File: src/common/cpuPkg.sv
`default_nettype none

package cpuPkg;

  parameter int dataWidth = 32;
  parameter int regIndexWidth = 5;

  // Major opcodes of the supported RV32I subset
  parameter logic [6:0] opcodeOp = 7'b0110011;
  parameter logic [6:0] opcodeOpImm = 7'b0010011;
  parameter logic [6:0] opcodeLui = 7'b0110111;
  parameter logic [6:0] opcodeLoad = 7'b0000011;
  parameter logic [6:0] opcodeStore = 7'b0100011;
  parameter logic [6:0] opcodeBranch = 7'b1100011;

  typedef enum logic [3:0] {
    aluAdd = 4'd0,
    aluSub = 4'd1,
    aluAnd = 4'd2,
    aluOr = 4'd3,
    aluXor = 4'd4,
    aluSlt = 4'd5,
    aluPassB = 4'd6
  } aluOpT;

  // Same word, four field layouts
  typedef union packed {
    struct packed {
      logic [6:0] funct7;
      logic [4:0] rs2;
      logic [4:0] rs1;
      logic [2:0] funct3;
      logic [4:0] rd;
      logic [6:0] opcode;
    } rType;
    struct packed {
      logic [11:0] imm12;
      logic [4:0] rs1;
      logic [2:0] funct3;
      logic [4:0] rd;
      logic [6:0] opcode;
    } iType;
    struct packed {
      logic [6:0] immHigh;
      logic [4:0] rs2;
      logic [4:0] rs1;
      logic [2:0] funct3;
      logic [4:0] immLow;
      logic [6:0] opcode;
    } sType;
    struct packed {
      logic immBit12;
      logic [5:0] immHigh;
      logic [4:0] rs2;
      logic [4:0] rs1;
      logic [2:0] funct3;
      logic [3:0] immLow;
      logic immBit11;
      logic [6:0] opcode;
    } bType;
  } instrT;

endpackage

`default_nettype wire

File: src/pipeline/decodeStage.sv
`default_nettype none
`timescale 1ns/1ns

module decodeStage
  import cpuPkg::*;
(
  input  logic clk,
  input  logic rstN,
  input  instrT instruction,
  input  logic [dataWidth-1:0] pc,
  input  logic [dataWidth-1:0] rs1Data,
  input  logic [dataWidth-1:0] rs2Data,
  input  logic stall,
  input  logic freeze,
  input  logic flush,
  output logic [dataWidth-1:0] exPc,
  output logic [dataWidth-1:0] exRs1Data,
  output logic [dataWidth-1:0] exRs2Data,
  output logic [dataWidth-1:0] exImmediate,
  output logic [regIndexWidth-1:0] exRs1,
  output logic [regIndexWidth-1:0] exRs2,
  output logic [regIndexWidth-1:0] exRd,
  output aluOpT exAluOp,
  output logic exAluSrc,
  output logic exMemRead,
  output logic exMemWrite,
  output logic exRegWrite,
  output logic exMemToReg,
  output logic exBranch,
  output logic exBranchNotEqual
);

  logic [dataWidth-1:0] immediate;
  logic [regIndexWidth-1:0] rs1;
  logic [regIndexWidth-1:0] rs2;
  logic [regIndexWidth-1:0] rd;
  aluOpT aluOp;
  logic aluSrc;
  logic memRead;
  logic memWrite;
  logic regWrite;
  logic memToReg;
  logic branch;
  logic branchNotEqual;
  logic insertBubble;

  function automatic aluOpT aluFromFunct3(input logic [2:0] funct3, input logic subtract);
    aluOpT op;
    case (funct3)
      3'b000: op = subtract ? aluSub : aluAdd;
      3'b010: op = aluSlt;
      3'b100: op = aluXor;
      3'b110: op = aluOr;
      3'b111: op = aluAnd;
      default: op = aluAdd;
    endcase
    return op;
  endfunction

  always_comb begin
    immediate = '0;
    rs1 = '0;
    rs2 = '0;
    rd = '0;
    aluOp = aluAdd;
    aluSrc = 1'b0;
    memRead = 1'b0;
    memWrite = 1'b0;
    regWrite = 1'b0;
    memToReg = 1'b0;
    branch = 1'b0;
    branchNotEqual = 1'b0;
    case (instruction.rType.opcode)
      opcodeOp: begin
        rs1 = instruction.rType.rs1;
        rs2 = instruction.rType.rs2;
        rd = instruction.rType.rd;
        aluOp = aluFromFunct3(instruction.rType.funct3, instruction.rType.funct7[5]);
        regWrite = 1'b1;
      end
      opcodeOpImm, opcodeLoad: begin
        rs1 = instruction.iType.rs1;
        rd = instruction.iType.rd;
        immediate = {{20{instruction.iType.imm12[11]}}, instruction.iType.imm12};
        aluSrc = 1'b1;
        regWrite = 1'b1;
        if (instruction.iType.opcode == opcodeLoad) begin
          memRead = 1'b1;
          memToReg = 1'b1;
        end else begin
          aluOp = aluFromFunct3(instruction.iType.funct3, 1'b0);
        end
      end
      opcodeLui: begin
        rd = instruction.rType.rd;
        // U immediate spans everything above rd
        immediate = {instruction.rType.funct7, instruction.rType.rs2, instruction.rType.rs1,
                     instruction.rType.funct3, 12'b0};
        aluOp = aluPassB;
        aluSrc = 1'b1;
        regWrite = 1'b1;
      end
      opcodeStore: begin
        rs1 = instruction.sType.rs1;
        rs2 = instruction.sType.rs2;
        immediate = {{20{instruction.sType.immHigh[6]}}, instruction.sType.immHigh,
                     instruction.sType.immLow};
        aluSrc = 1'b1;
        memWrite = 1'b1;
      end
      opcodeBranch: begin
        rs1 = instruction.bType.rs1;
        rs2 = instruction.bType.rs2;
        immediate = {{19{instruction.bType.immBit12}}, instruction.bType.immBit12,
                     instruction.bType.immBit11, instruction.bType.immHigh,
                     instruction.bType.immLow, 1'b0};
        aluOp = aluSub;
        branch = 1'b1;
        branchNotEqual = instruction.bType.funct3[0];
      end
      default: begin
      end
    endcase
  end

  assign insertBubble = stall || flush;

  // ID/EX control
  always_ff @(posedge clk or negedge rstN) begin
    if (!rstN) begin
      exRs1 <= '0;
      exRs2 <= '0;
      exRd <= '0;
      exAluOp <= aluAdd;
      exAluSrc <= 1'b0;
      exMemRead <= 1'b0;
      exMemWrite <= 1'b0;
      exRegWrite <= 1'b0;
      exMemToReg <= 1'b0;
      exBranch <= 1'b0;
      exBranchNotEqual <= 1'b0;
    end else if (!freeze) begin
      exRs1 <= insertBubble ? '0 : rs1;
      exRs2 <= insertBubble ? '0 : rs2;
      exRd <= insertBubble ? '0 : rd;
      exAluOp <= insertBubble ? aluAdd : aluOp;
      exAluSrc <= !insertBubble && aluSrc;
      exMemRead <= !insertBubble && memRead;
      exMemWrite <= !insertBubble && memWrite;
      exRegWrite <= !insertBubble && regWrite;
      exMemToReg <= !insertBubble && memToReg;
      exBranch <= !insertBubble && branch;
      exBranchNotEqual <= !insertBubble && branchNotEqual;
    end
  end

  // ID/EX operands
  always_ff @(posedge clk) begin
    if (!freeze) begin
      exPc <= pc;
      exRs1Data <= rs1Data;
      exRs2Data <= rs2Data;
      exImmediate <= immediate;
    end
  end

endmodule

`default_nettype wire

File: src/pipeline/executeStage.sv
`default_nettype none
`timescale 1ns/1ns

module executeStage
  import cpuPkg::*;
(
  input  logic [dataWidth-1:0] exPc,
  input  logic [dataWidth-1:0] exRs1Data,
  input  logic [dataWidth-1:0] exRs2Data,
  input  logic [dataWidth-1:0] exImmediate,
  input  logic [regIndexWidth-1:0] exRs1,
  input  logic [regIndexWidth-1:0] exRs2,
  input  aluOpT exAluOp,
  input  logic exAluSrc,
  input  logic exBranch,
  input  logic exBranchNotEqual,
  input  logic [regIndexWidth-1:0] memRd,
  input  logic memRegWrite,
  input  logic [dataWidth-1:0] memAluResult,
  input  logic [regIndexWidth-1:0] wbRd,
  input  logic wbRegWrite,
  input  logic [dataWidth-1:0] wbData,
  output logic [dataWidth-1:0] aluResult,
  output logic [dataWidth-1:0] storeData,
  output logic branchTaken,
  output logic [dataWidth-1:0] branchTarget
);

  logic [dataWidth-1:0] operandA;
  logic [dataWidth-1:0] forwardedB;
  logic [dataWidth-1:0] operandB;
  logic lessThan;
  logic operandsEqual;

  // Youngest producer wins; x0 is never forwarded
  function automatic logic [dataWidth-1:0] forwardOperand(
    input logic [regIndexWidth-1:0] index,
    input logic [dataWidth-1:0] registerValue,
    input logic [regIndexWidth-1:0] memIndex,
    input logic memWrite,
    input logic [dataWidth-1:0] memValue,
    input logic [regIndexWidth-1:0] wbIndex,
    input logic wbWrite,
    input logic [dataWidth-1:0] wbValue
  );
    logic [dataWidth-1:0] value;
    if (index != '0 && memWrite && memIndex == index) begin
      value = memValue;
    end else if (index != '0 && wbWrite && wbIndex == index) begin
      value = wbValue;
    end else begin
      value = registerValue;
    end
    return value;
  endfunction

  assign operandA = forwardOperand(exRs1, exRs1Data, memRd, memRegWrite, memAluResult,
                                   wbRd, wbRegWrite, wbData);
  assign forwardedB = forwardOperand(exRs2, exRs2Data, memRd, memRegWrite, memAluResult,
                                     wbRd, wbRegWrite, wbData);

  assign operandB = exAluSrc ? exImmediate : forwardedB;

  // Store data bypasses the immediate mux
  assign storeData = forwardedB;

  assign lessThan = $signed(operandA) < $signed(operandB);

  always_comb begin
    case (exAluOp)
      aluAdd: aluResult = operandA + operandB;
      aluSub: aluResult = operandA - operandB;
      aluAnd: aluResult = operandA & operandB;
      aluOr: aluResult = operandA | operandB;
      aluXor: aluResult = operandA ^ operandB;
      aluSlt: aluResult = {{(dataWidth - 1){1'b0}}, lessThan};
      aluPassB: aluResult = operandB;
      default: aluResult = operandA + operandB;
    endcase
  end

  // BEQ and BNE compare the forwarded registers directly
  assign operandsEqual = operandA == forwardedB;
  assign branchTaken = exBranch && (operandsEqual ^ exBranchNotEqual);
  assign branchTarget = exPc + exImmediate;

endmodule

`default_nettype wire

File: src/source/hazardUnit.sv
`default_nettype none
`timescale 1ns/1ns

module hazardUnit
  import cpuPkg::*;
(
  input  logic [regIndexWidth-1:0] idRs1,
  input  logic [regIndexWidth-1:0] idRs2,
  input  logic [regIndexWidth-1:0] exRd,
  input  logic exMemRead,
  input  logic instrReady,
  input  logic memAccess,
  input  logic dataReady,
  output logic stall,
  output logic freeze
);

  logic loadUse;
  logic fetchWait;

  // Load result is not ready until it leaves the memory stage
  assign loadUse = exMemRead && exRd != '0 && (exRd == idRs1 || exRd == idRs2);

  assign fetchWait = !instrReady;

  assign stall = loadUse || fetchWait;

  // Whole pipeline waits on an outstanding data access
  assign freeze = memAccess && !dataReady;

endmodule

`default_nettype wire

File: src/source/registerFile.sv
`default_nettype none
`timescale 1ns/1ns

module registerFile
  import cpuPkg::*;
(
  input  logic clk,
  input  logic rstN,
  input  logic [regIndexWidth-1:0] rs1,
  input  logic [regIndexWidth-1:0] rs2,
  input  logic [regIndexWidth-1:0] rd,
  input  logic [dataWidth-1:0] writeData,
  input  logic writeEnable,
  output logic [dataWidth-1:0] rs1Data,
  output logic [dataWidth-1:0] rs2Data
);

  localparam int regCount = 2 ** regIndexWidth;

  // x0 has no storage
  logic [dataWidth-1:0] registers [1:regCount-1];

  always_ff @(posedge clk or negedge rstN) begin
    if (!rstN) begin
      for (int i = 1; i < regCount; i++) begin
        registers[i] <= '0;
      end
    end else if (writeEnable && rd != '0) begin
      registers[rd] <= writeData;
    end
  end

  // Writeback bypass so decode sees this cycle's write
  assign rs1Data = (rs1 == '0) ? '0 :
                   (writeEnable && rd == rs1) ? writeData : registers[rs1];
  assign rs2Data = (rs2 == '0) ? '0 :
                   (writeEnable && rd == rs2) ? writeData : registers[rs2];

endmodule

`default_nettype wire

File: src/source/riscvCore.sv
`default_nettype none
`timescale 1ns/1ns

module riscvCore
  import cpuPkg::*;
#(
  parameter logic [31:0] resetAddress = 32'h0000_0000
) (
  input  logic clk,
  input  logic rstN,
  output logic [31:0] instrAddress,
  input  logic [31:0] instrData,
  input  logic instrReady,
  output logic [31:0] dataAddress,
  output logic [31:0] dataWriteData,
  output logic dataRead,
  output logic dataWrite,
  input  logic [31:0] dataReadData,
  input  logic dataReady
);

  logic [dataWidth-1:0] pc;
  instrT ifIdInstr;
  logic [dataWidth-1:0] ifIdPc;
  logic [dataWidth-1:0] rs1Data;
  logic [dataWidth-1:0] rs2Data;
  logic stall;
  logic freeze;

  logic [dataWidth-1:0] exPc;
  logic [dataWidth-1:0] exRs1Data;
  logic [dataWidth-1:0] exRs2Data;
  logic [dataWidth-1:0] exImmediate;
  logic [regIndexWidth-1:0] exRs1;
  logic [regIndexWidth-1:0] exRs2;
  logic [regIndexWidth-1:0] exRd;
  aluOpT exAluOp;
  logic exAluSrc;
  logic exMemRead;
  logic exMemWrite;
  logic exRegWrite;
  logic exMemToReg;
  logic exBranch;
  logic exBranchNotEqual;
  logic [dataWidth-1:0] aluResult;
  logic [dataWidth-1:0] storeData;
  logic branchTaken;
  logic [dataWidth-1:0] branchTarget;

  logic [dataWidth-1:0] memAluResult;
  logic [dataWidth-1:0] memStoreData;
  logic [regIndexWidth-1:0] memRd;
  logic memMemRead;
  logic memMemWrite;
  logic memRegWrite;
  logic memMemToReg;

  logic [dataWidth-1:0] wbAluResult;
  logic [dataWidth-1:0] wbLoadData;
  logic [regIndexWidth-1:0] wbRd;
  logic wbRegWrite;
  logic wbMemToReg;
  logic [dataWidth-1:0] wbData;

  // Redirect beats a fetch stall, freeze beats both
  always_ff @(posedge clk or negedge rstN) begin
    if (!rstN) begin
      pc <= resetAddress;
    end else if (!freeze) begin
      if (branchTaken) begin
        pc <= branchTarget;
      end else if (!stall) begin
        pc <= pc + 32'd4;
      end
    end
  end

  assign instrAddress = pc;

  // All-zero word decodes as a bubble
  always_ff @(posedge clk or negedge rstN) begin
    if (!rstN) begin
      ifIdInstr <= '0;
    end else if (!freeze) begin
      if (branchTaken) begin
        ifIdInstr <= '0;
      end else if (!stall) begin
        ifIdInstr <= instrData;
      end
    end
  end

  always_ff @(posedge clk) begin
    if (!freeze && !stall) begin
      ifIdPc <= pc;
    end
  end

  registerFile registerFileInst (
    .clk(clk),
    .rstN(rstN),
    .rs1(ifIdInstr.rType.rs1),
    .rs2(ifIdInstr.rType.rs2),
    .rd(wbRd),
    .writeData(wbData),
    .writeEnable(wbRegWrite),
    .rs1Data(rs1Data),
    .rs2Data(rs2Data)
  );

  hazardUnit hazardUnitInst (
    .idRs1(ifIdInstr.rType.rs1),
    .idRs2(ifIdInstr.rType.rs2),
    .exRd(exRd),
    .exMemRead(exMemRead),
    .instrReady(instrReady),
    .memAccess(memMemRead || memMemWrite),
    .dataReady(dataReady),
    .stall(stall),
    .freeze(freeze)
  );

  decodeStage decodeStageInst (
    .clk(clk),
    .rstN(rstN),
    .instruction(ifIdInstr),
    .pc(ifIdPc),
    .rs1Data(rs1Data),
    .rs2Data(rs2Data),
    .stall(stall),
    .freeze(freeze),
    .flush(branchTaken),
    .exPc(exPc),
    .exRs1Data(exRs1Data),
    .exRs2Data(exRs2Data),
    .exImmediate(exImmediate),
    .exRs1(exRs1),
    .exRs2(exRs2),
    .exRd(exRd),
    .exAluOp(exAluOp),
    .exAluSrc(exAluSrc),
    .exMemRead(exMemRead),
    .exMemWrite(exMemWrite),
    .exRegWrite(exRegWrite),
    .exMemToReg(exMemToReg),
    .exBranch(exBranch),
    .exBranchNotEqual(exBranchNotEqual)
  );

  executeStage executeStageInst (
    .exPc(exPc),
    .exRs1Data(exRs1Data),
    .exRs2Data(exRs2Data),
    .exImmediate(exImmediate),
    .exRs1(exRs1),
    .exRs2(exRs2),
    .exAluOp(exAluOp),
    .exAluSrc(exAluSrc),
    .exBranch(exBranch),
    .exBranchNotEqual(exBranchNotEqual),
    .memRd(memRd),
    .memRegWrite(memRegWrite),
    .memAluResult(memAluResult),
    .wbRd(wbRd),
    .wbRegWrite(wbRegWrite),
    .wbData(wbData),
    .aluResult(aluResult),
    .storeData(storeData),
    .branchTaken(branchTaken),
    .branchTarget(branchTarget)
  );

  // EX/MEM
  always_ff @(posedge clk or negedge rstN) begin
    if (!rstN) begin
      memRd <= '0;
      memMemRead <= 1'b0;
      memMemWrite <= 1'b0;
      memRegWrite <= 1'b0;
      memMemToReg <= 1'b0;
    end else if (!freeze) begin
      memRd <= exRd;
      memMemRead <= exMemRead;
      memMemWrite <= exMemWrite;
      memRegWrite <= exRegWrite;
      memMemToReg <= exMemToReg;
    end
  end

  always_ff @(posedge clk) begin
    if (!freeze) begin
      memAluResult <= aluResult;
      memStoreData <= storeData;
    end
  end

  assign dataAddress = memAluResult;
  assign dataWriteData = memStoreData;
  assign dataRead = memMemRead;
  assign dataWrite = memMemWrite;

  // MEM/WB; load data lands here in the accept cycle
  always_ff @(posedge clk or negedge rstN) begin
    if (!rstN) begin
      wbRd <= '0;
      wbRegWrite <= 1'b0;
      wbMemToReg <= 1'b0;
    end else if (!freeze) begin
      wbRd <= memRd;
      wbRegWrite <= memRegWrite;
      wbMemToReg <= memMemToReg;
    end
  end

  always_ff @(posedge clk) begin
    if (!freeze) begin
      wbAluResult <= memAluResult;
      wbLoadData <= dataReadData;
    end
  end

  assign wbData = wbMemToReg ? wbLoadData : wbAluResult;

endmodule

`default_nettype wire

File: config.mk
export PLATFORM = sky130hd
export DESIGN_NAME = riscvCore
export DESIGN_NICKNAME = d
export VERILOG_FILES = /design/src/common/cpuPkg.sv /design/src/pipeline/decodeStage.sv /design/src/pipeline/executeStage.sv /design/src/source/hazardUnit.sv /design/src/source/registerFile.sv /design/src/source/riscvCore.sv
export SDC_FILE = /design/constraint.sdc
export NUM_CORES = 2
export LEC_CHECK = 0
export ABC_CLOCK_PERIOD_IN_PS = 13200
export BUFFER_PORTS_ARGS = -buffer_cell sky130_fd_sc_hd__buf_2
export CORE_MARGIN = 4
export CORE_UTILIZATION = 60
export CTS_BUF_LIST = sky130_fd_sc_hd__clkbuf_8
export DETAILED_ROUTE_END_ITERATION = 6
export GPL_TIMING_DRIVEN = 0
export PLACE_DENSITY = 0.77
export SYNTH_ARGS = -nofsm -noshare
export SYNTH_HDL_FRONTEND = slang
export SYNTH_SLANG_ARGS = --single-unit
export TNS_END_PERCENT = 1
File: constraint.sdc
create_clock -name clk -period 13.2 [get_ports clk]
set_input_delay 2.64 -clock clk [delete_from_list [all_inputs] [get_ports clk]]
set_output_delay 2.64 -clock clk [all_outputs]
set_load 0.005 [all_outputs]
Yosys cells after proc, flatten, opt, wreduce, memory -nomap -nowiden
Index checks and enable logic that the tools add are counted.
Word-level totals
  input bits: 68
  output and inout bits: 98
  logic and storage cells: 189
  bits in registers: 1384
Cells by class
  reduce and logical (&&, ||, !) cells: 45
  $add $sub $neg: 4
  order comparisons: 5
  equality and inequality tests: 26
  multiplexer cells: 42
  bitwise gates (word level): 8
Operators with widths (count)
  $bwmux 992: 1
  $mux 32: 17
  $bmux 32 s5: 2
  $pmux 32 s6: 1
  $demux 32 s5: 1
  $pmux 32 s4: 1
  $add 32x32->32: 2
  $eq 5x5->1: 8
  $add 32x3->32 const B: 1
  $and 32x32->32: 1
  $eq 32x32->1: 1
  $lt 32x32->1: 1
  $or 32x32->32: 1
  $sub 32x32->32: 1
  $xor 32x32->32: 1
  $mux 5: 6
  $logic_and 1x1->1: 23
  $eq 7x6->1 const B: 3
  $pmux 4 s5: 1
  $reduce_bool 5->1: 4
  $ge 6x6->1 const B: 3
  $not 5->6: 3
  $pmux 4 s4: 1
  $eq 4x3->1 const B: 3
  23 further kinds: 43

Depth between registers and ports, before layout
  depth in word-level cells: 11
  depth in mapped cells: 27
  depth with buffers taken out: 21

Modules after synthesis
A second synthesis with hierarchy kept.
Second synthesis, totals
  cells, all modules: 5833
  area, all modules: 76569.7 um2
Modules (own cells, without submodules)
  registerFile: seq. area each 24823.8 um2, times used 1, cells an instance 3659, area each 53608.9 um2
  riscvCore: seq. area each 6806.5 um2, times used 1, cells an instance 543, area each 8944.8 um2
  executeStage: seq. area each 0.0 um2, times used 1, cells an instance 1343, area each 8587.0 um2
  decodeStage: seq. area each 4444.3 um2, times used 1, cells an instance 269, area each 5292.6 um2
  hazardUnit: seq. area each 0.0 um2, times used 1, cells an instance 19, area each 136.4 um2

Least setup slack after synthesis
No wires, ideal clock.
  path kind: input to register
  start point: in dataReady
  end point: reg memAluResult[0], in the netlist dataAddress[0], enable pin
  data required time: 12.480 ns
  arrival: 10.122 ns
  setup time: 0.720 ns
  buffers on the path: 2
  stages: 4
  slack: 2.357 ns
  cell sequence: nor2_1 inv_1 clkbuf_1 clkbuf_1
Between the ends
  longest elaborated chain between the ends: 2
Ends and longest elaborated chain
  start, declared: RTL line riscvCore.sv:19  | input logic dataReady
  $logic_not 1->1: RTL line hazardUnit.sv:29  | assign freeze = memAccess && !dataReady;
  $logic_and 1x1->1: RTL line hazardUnit.sv:29
  end signal, assigned: RTL line riscvCore.sv:192  | memAluResult <= aluResult;
  end, declared: RTL line riscvCore.sv:50  | logic [dataWidth-1:0] memAluResult;
Every way passes these cells.
A chain may end at the register's enable or synchronous reset.

Final worst setup path
  start point: reg memRd[0]
  end point: reg memAluResult[26], in the netlist dataAddress[26], data pin
Between the ends
  longest elaborated chain between the ends: 6
  elaborated cells on any way between the ends: 13
  those cells by class: 2 x add/sub; 2 x eq/ne; 4 x mux; 3 x bitwise; 2 x reduce/logical
Ends and longest elaborated chain
  start, declared: RTL line riscvCore.sv:52  | logic [regIndexWidth-1:0] memRd;
  start signal, assigned: RTL line riscvCore.sv:182  | memRd <= exRd;
  $eq 5x5->1 (*): RTL line executeStage.sv:47  | if (index != '0 && memWrite && memIndex == index) begin
  $logic_and 1x1->1 (*): RTL line executeStage.sv:47
  $mux 32 (*): RTL line executeStage.sv:47
  net executeStageInst.storeData[3]: RTL line executeStage.sv:24  | output logic [dataWidth-1:0] storeData,
  $mux 32 (*): RTL line executeStage.sv:62  | assign operandB = exAluSrc ? exImmediate : forwardedB;
  $add 32x32->32 or $sub 32x32->32 (tied branches): RTL line executeStage.sv:71, executeStage.sv:78, executeStage.sv:72
  $pmux 32 s6 (*): RTL line executeStage.sv:70  | case (exAluOp)
  net aluResult[26]: RTL line riscvCore.sv:45  | logic [dataWidth-1:0] aluResult;
Mark *: on every way through the listed nets, which the timed path passes. The rest lies on a longest branch.

==> results by group <==
STA
  • Summed negative setup slack over all endpoints: 0 ns
  • Slew at the pin closest to its max-slew limit: 1.56 ns
  • Final period demand of the worst path: 9.14 ns
  • Final setup vio count: 0
  • Final number of hold-violating endpoints: 0
  • Post-route clock skew: 0.0701 ns
  • Highest achievable clock rate: 109 MHz
  • Setup repair after global routing missed its margin: no
  • Period utilisation layout: 0.692
  • Slew Viols, Final: 12
  • Worst slew slack as a fraction of its limit: -0.0370

Clock tree
  • Quantity of gates resized following cts: 0
  • Hold-fix buffers at CTS: 0
  • Clock transition at the register clock pins on the worst setup and hold paths after CTS: 0.06 ns
  • Clock sink count: 1383
  • Root buf cell: sky130_fd_sc_hd__clkbuf_8
  • Number of H-tree levels: 4
  • TritonCTS clock tree: done
  • Worst skew pair latency: 1.01 ns
  • Max clock buf depth: 3
  • Number of clock buffers inserted by TritonCTS: 222
  • Buffers inserted during post-CTS setup optimization: 0

Placement
  • Port Buffers: 165
  • Detailed placer's ending HPWL: 216 mm
  • Final weighted congestion of routability-driven global placement: 1.04
  • Cell total after placement: 8618

Synth
  • Number of enable-type register cells in the synthesized netlist: 288
  • Top area cells in the synthesized netlist: sky130_fd_sc_hd__dfrtp_1 (36%), sky130_fd_sc_hd__mux4_2 (17%), sky130_fd_sc_hd__edfxtp_1 (11%)
  • Seq cells post-synth: 1383
  • Sequential-to-total area share from yosys stat: 0.475
  • Number of distinct library cells after synthesis: 99
  • Total standard cell area after synthesis: 75800 sq um
  • Dominant synthesized flop cell: sky130_fd_sc_hd__dfrtp_1
  • Cell accounting for the most synthesized area: sky130_fd_sc_hd__dfrtp_1
  • Syn Nets: 6981
  • Top-area cell type share of the netlist area: 0.361
  • Synthesized instance count: 6786
  • YS warnings: 0
  • Syn avg cell area: 11.2 sq um
  • Fraction of synthesis flops using an asynchronous set or reset pin: 0.792

Setup path
  • Slowest Stage Delay on Critical Path: 0.92 ns
  • Critical Path Fanout Max: 10
  • Data arrival time at the worst-slack endpoint: 9.88 ns
  • Setup CP Type: flip-flop to flip-flop
  • Nature of the critical path startpoint: flip-flop
  • Crit-path slowest cell: sky130_fd_sc_hd__o31ai_1
  • Worst Setup End Kind: flip-flop
  • Chain of cells forming the critical path: xnor2_1 -> nand4_1 -> nor3_2 -> clkbuf_1 -> clkbuf_1 -> clkbuf_1 -> clkbuf_1 -> clkbuf_1 -> clkbuf_1 -> o21ai_0 -> mux2i_1 -> inv_1 -> ha_1 -> o21ai_0 -> a21oi_1 -> o311ai_0 -> a211oi_1 -> o21a_1 -> o41ai_1 -> o31ai_1 -> a31oi_1 -> nor2_1 -> a21oi_1 -> o211a_1
  • Most frequent CP cell: sky130_fd_sc_hd__clkbuf_1
  • WP data required: 13.94 ns

Layout
  • Count of non-filler cells in the finished layout: 9042
  • # fillers: 9476
  • P&R area growth vs syn: 10.9%
  • Final net count: 7387
  • Most frequent cells in the layout: sky130_fd_sc_hd__dfrtp_1 (1095), sky130_fd_sc_hd__nor2_1 (851), sky130_fd_sc_hd__a21oi_1 (809), sky130_fd_sc_hd__nand2_1 (594), sky130_fd_sc_hd__mux4_2 (576)
  • Layout cell share with drive strength beyond 1: 0.179
  • Share of the core filled with cells in the final layout: 0.670
  • Most common cell after layout, fill and taps aside: sky130_fd_sc_hd__dfrtp_1

Global routing
  • GR Overflow Total: 0
  • Total track usage: 0.417
  • Via count of the first global-routing pass: 61222
  • Maximum number of pins on one net before global-route repair: 175
  • Antenna violations before repair: 13
  • Global-route wire length before repair: 400 mm

Hold path
  • Worst min-delay path class: flip-flop to flip-flop

Detailed routing
  • Routed vias: 61905
  • Detailed router's first-iteration violation count: 8490
  • Post-DRT Antenna Nets: 0
  • Vias per inst: 6.85
  • Detailed-routing iteration count for the pre-antenna-repair pass: 7
  • Total wire length after detailed routing: 275 mm
  • Remaining routing DRC violations: 0
  • Post-DR wirelength/cell: 30.4 microns

Floorplanning
  • Site row count: 130
  • Die Span Y: 363 microns
  • Die Area: 132000 sq um
  • Effective utilization at floorplan: 0.604
  • Count of boundary I/O pins: 166
  • Placeable Area: 126000 sq um
  • Horizontal die dimension: 363 microns

Outcome
  • Outcome: complete, but fails checks
  • Violated checks: max-capacitance violations, max-slew violations

Power and ir drop
  • Ratio of total power to cell area: 113 nW/um^2
  • Worst vdd rail ir drop: 0.126 mV
  • Total power after layout: 9540 uW
  • Static leakage: 0.0359 uW

Job
  • Max Cap Violations: 1
==> kinds of logic (layout without fill, tap and decap cells) <==
logic type	count (synthesis)	after routing	synth area share
AOI/OAI and AO/OA	1884	1884	0.150
xor gates and xnor gates	114	114	0.0132
adders and majority gates	127	127	0.0213
buffers and inverters	739	1334	0.0378
DFF	1383	1383	0.475
muxes	868	868	0.212
other	0	11	0
and+or+nand+nor	1671	1671	0.0906
==> through the flow <==
| step | cell area [sq um] | setup WS [ns] | hold WS [ns] |
|---|---|---|---|
| after floorplan | 75800 | 2.36 | 0.400 |
| after global placement | 78700 | -13.66 | 0.402 |
| after detailed placement | 79100 | 4.27 | 0.407 |
| after CTS | 84100 | 4.30 | 0.417 |
| after global routing | 84100 | 3.69 | 0.418 |
| final | 84100 | 4.06 | 0.414 |
==> report_power, final <==
group / internal (uW) / leakage (uW) / switching (uW)
Sequential: 4430 / 0.0186 / 87.0
Combinational: 297 / 0.0146 / 615
Clock: 2230 / 0.00276 / 1870
Total: 6960 / 0.0359 / 2570
==> synth_stat cells, types with 8 or more instances <==
master / n
sky130_fd_sc_hd__nand2_1: 594
sky130_fd_sc_hd__nand3_1: 31
sky130_fd_sc_hd__o31ai_1: 15
sky130_fd_sc_hd__a21oi_1: 809
sky130_fd_sc_hd__or4_1: 8
sky130_fd_sc_hd__nand4_1: 20
sky130_fd_sc_hd__or3_1: 11
sky130_fd_sc_hd__a211oi_1: 18
sky130_fd_sc_hd__a21o_1: 46
sky130_fd_sc_hd__nor2_1: 851
sky130_fd_sc_hd__nor2b_1: 26
sky130_fd_sc_hd__xor2_1: 60
sky130_fd_sc_hd__o21ai_0: 515
sky130_fd_sc_hd__or2_2: 9
sky130_fd_sc_hd__a32o_1: 13
sky130_fd_sc_hd__mux4_2: 576
sky130_fd_sc_hd__nor3_1: 39
sky130_fd_sc_hd__a22o_1: 109
sky130_fd_sc_hd__o221ai_1: 37
sky130_fd_sc_hd__nand2b_1: 17
sky130_fd_sc_hd__a31oi_1: 29
sky130_fd_sc_hd__o22a_1: 10
sky130_fd_sc_hd__xnor2_1: 54
sky130_fd_sc_hd__clkbuf_1: 517
sky130_fd_sc_hd__mux2i_2: 10
sky130_fd_sc_hd__dfrtp_1: 1095
sky130_fd_sc_hd__buf_1: 66
sky130_fd_sc_hd__o211ai_1: 13
sky130_fd_sc_hd__mux2i_1: 177
sky130_fd_sc_hd__o21a_1: 13
sky130_fd_sc_hd__buf_2: 14
sky130_fd_sc_hd__ha_1: 124
sky130_fd_sc_hd__and3_1: 13
sky130_fd_sc_hd__mux2_2: 104
sky130_fd_sc_hd__buf_4: 8
sky130_fd_sc_hd__inv_1: 127
sky130_fd_sc_hd__a22oi_1: 20
sky130_fd_sc_hd__o221a_2: 19
sky130_fd_sc_hd__a221o_1: 18
sky130_fd_sc_hd__a221oi_1: 65
sky130_fd_sc_hd__o21bai_1: 29
sky130_fd_sc_hd__o22ai_1: 18
sky130_fd_sc_hd__and2_1: 12
sky130_fd_sc_hd__edfxtp_1: 288
sky130_fd_sc_hd__nor4_1: 13
==> cell type report <==
cell class / count / area, sq um / area share
well taps: 1650 / 2060 / 0.0246
flip-flops and latches: 1383 / 36000 / 0.429
clock buffers: 278 / 3830 / 0.0455
repair buffers: 182 / 1180 / 0.0140
clock inverters: 135 / 1130 / 0.0135
plain buffers: 611 / 2400 / 0.0285
diodes: 11 / 27.5 / 0.000327
inverters: 128 / 482 / 0.00573
multi-input cells: 4664 / 36900 / 0.439
==> path summary, 6_finish.rpt <==
kind | from | to | slack [ns] | depth (start not counted)
setup / recovery | memRd[0]$_DFFE_PN0N_ | dataAddress[26]$_DFFE_PN_ | 4.06 | 24
hold / removal | ifIdPc[25]$_DFFE_PP_ | decodeStageInst.exPc[25]$_DFFE_PN_ | 0.41 | 0
setup reg to reg | memRd[0]$_DFFE_PN0N_ | dataAddress[26]$_DFFE_PN_ | 4.06 | 24
hold reg to reg | ifIdPc[25]$_DFFE_PP_ | decodeStageInst.exPc[25]$_DFFE_PN_ | 0.41 | 0
max in group asynchronous | rstN | registerFileInst.registers[858]$_DFFE_PN0P_ | 8.00 | 6
min in group asynchronous | rstN | registerFileInst.registers[135]$_DFFE_PN0P_ | 1.44 | 1
==> per-layer routing <==
layer / wire (microns) / track usage
met4: 21100 / 0.269
met5: 172 / 0.00726
met2: 126000 / 0.648
met3: 31600 / 0.123
met1: 95500 / 0.512
==> critical path, delay by kind of cell (launching register included) <==
| family | cells | cell delay (ns) |
|---|---|---|
| multiplexers | 1 | 0.32 |
| AND/OR/NAND/NOR | 3 | 1.09 |
| AO/OA/AOI/OAI | 11 | 3.45 |
| adder cells (fa/ha/maj) | 1 | 0.40 |
| flip-flops | 1 | 0.46 |
| buffers and inverters | 7 | 2.94 |
| XOR/XNOR | 1 | 0.21 |
==> sequential cells by signal, summed over array words and instances (netlist names), 32 cells and up <==
signal                       flops
decodeStageInst.exRs2Data       32
dataAddress                     32
ifIdPc                          32
wbAluResult                     32
decodeStageInst.exPc            32
registerFileInst.registers     992
ifIdInstr                       32
decodeStageInst.exImmediate     32
wbLoadData                      32
dataWriteData                   32
decodeStageInst.exRs1Data       32
instrAddress                    32
(Power assumes the default switching activity.)
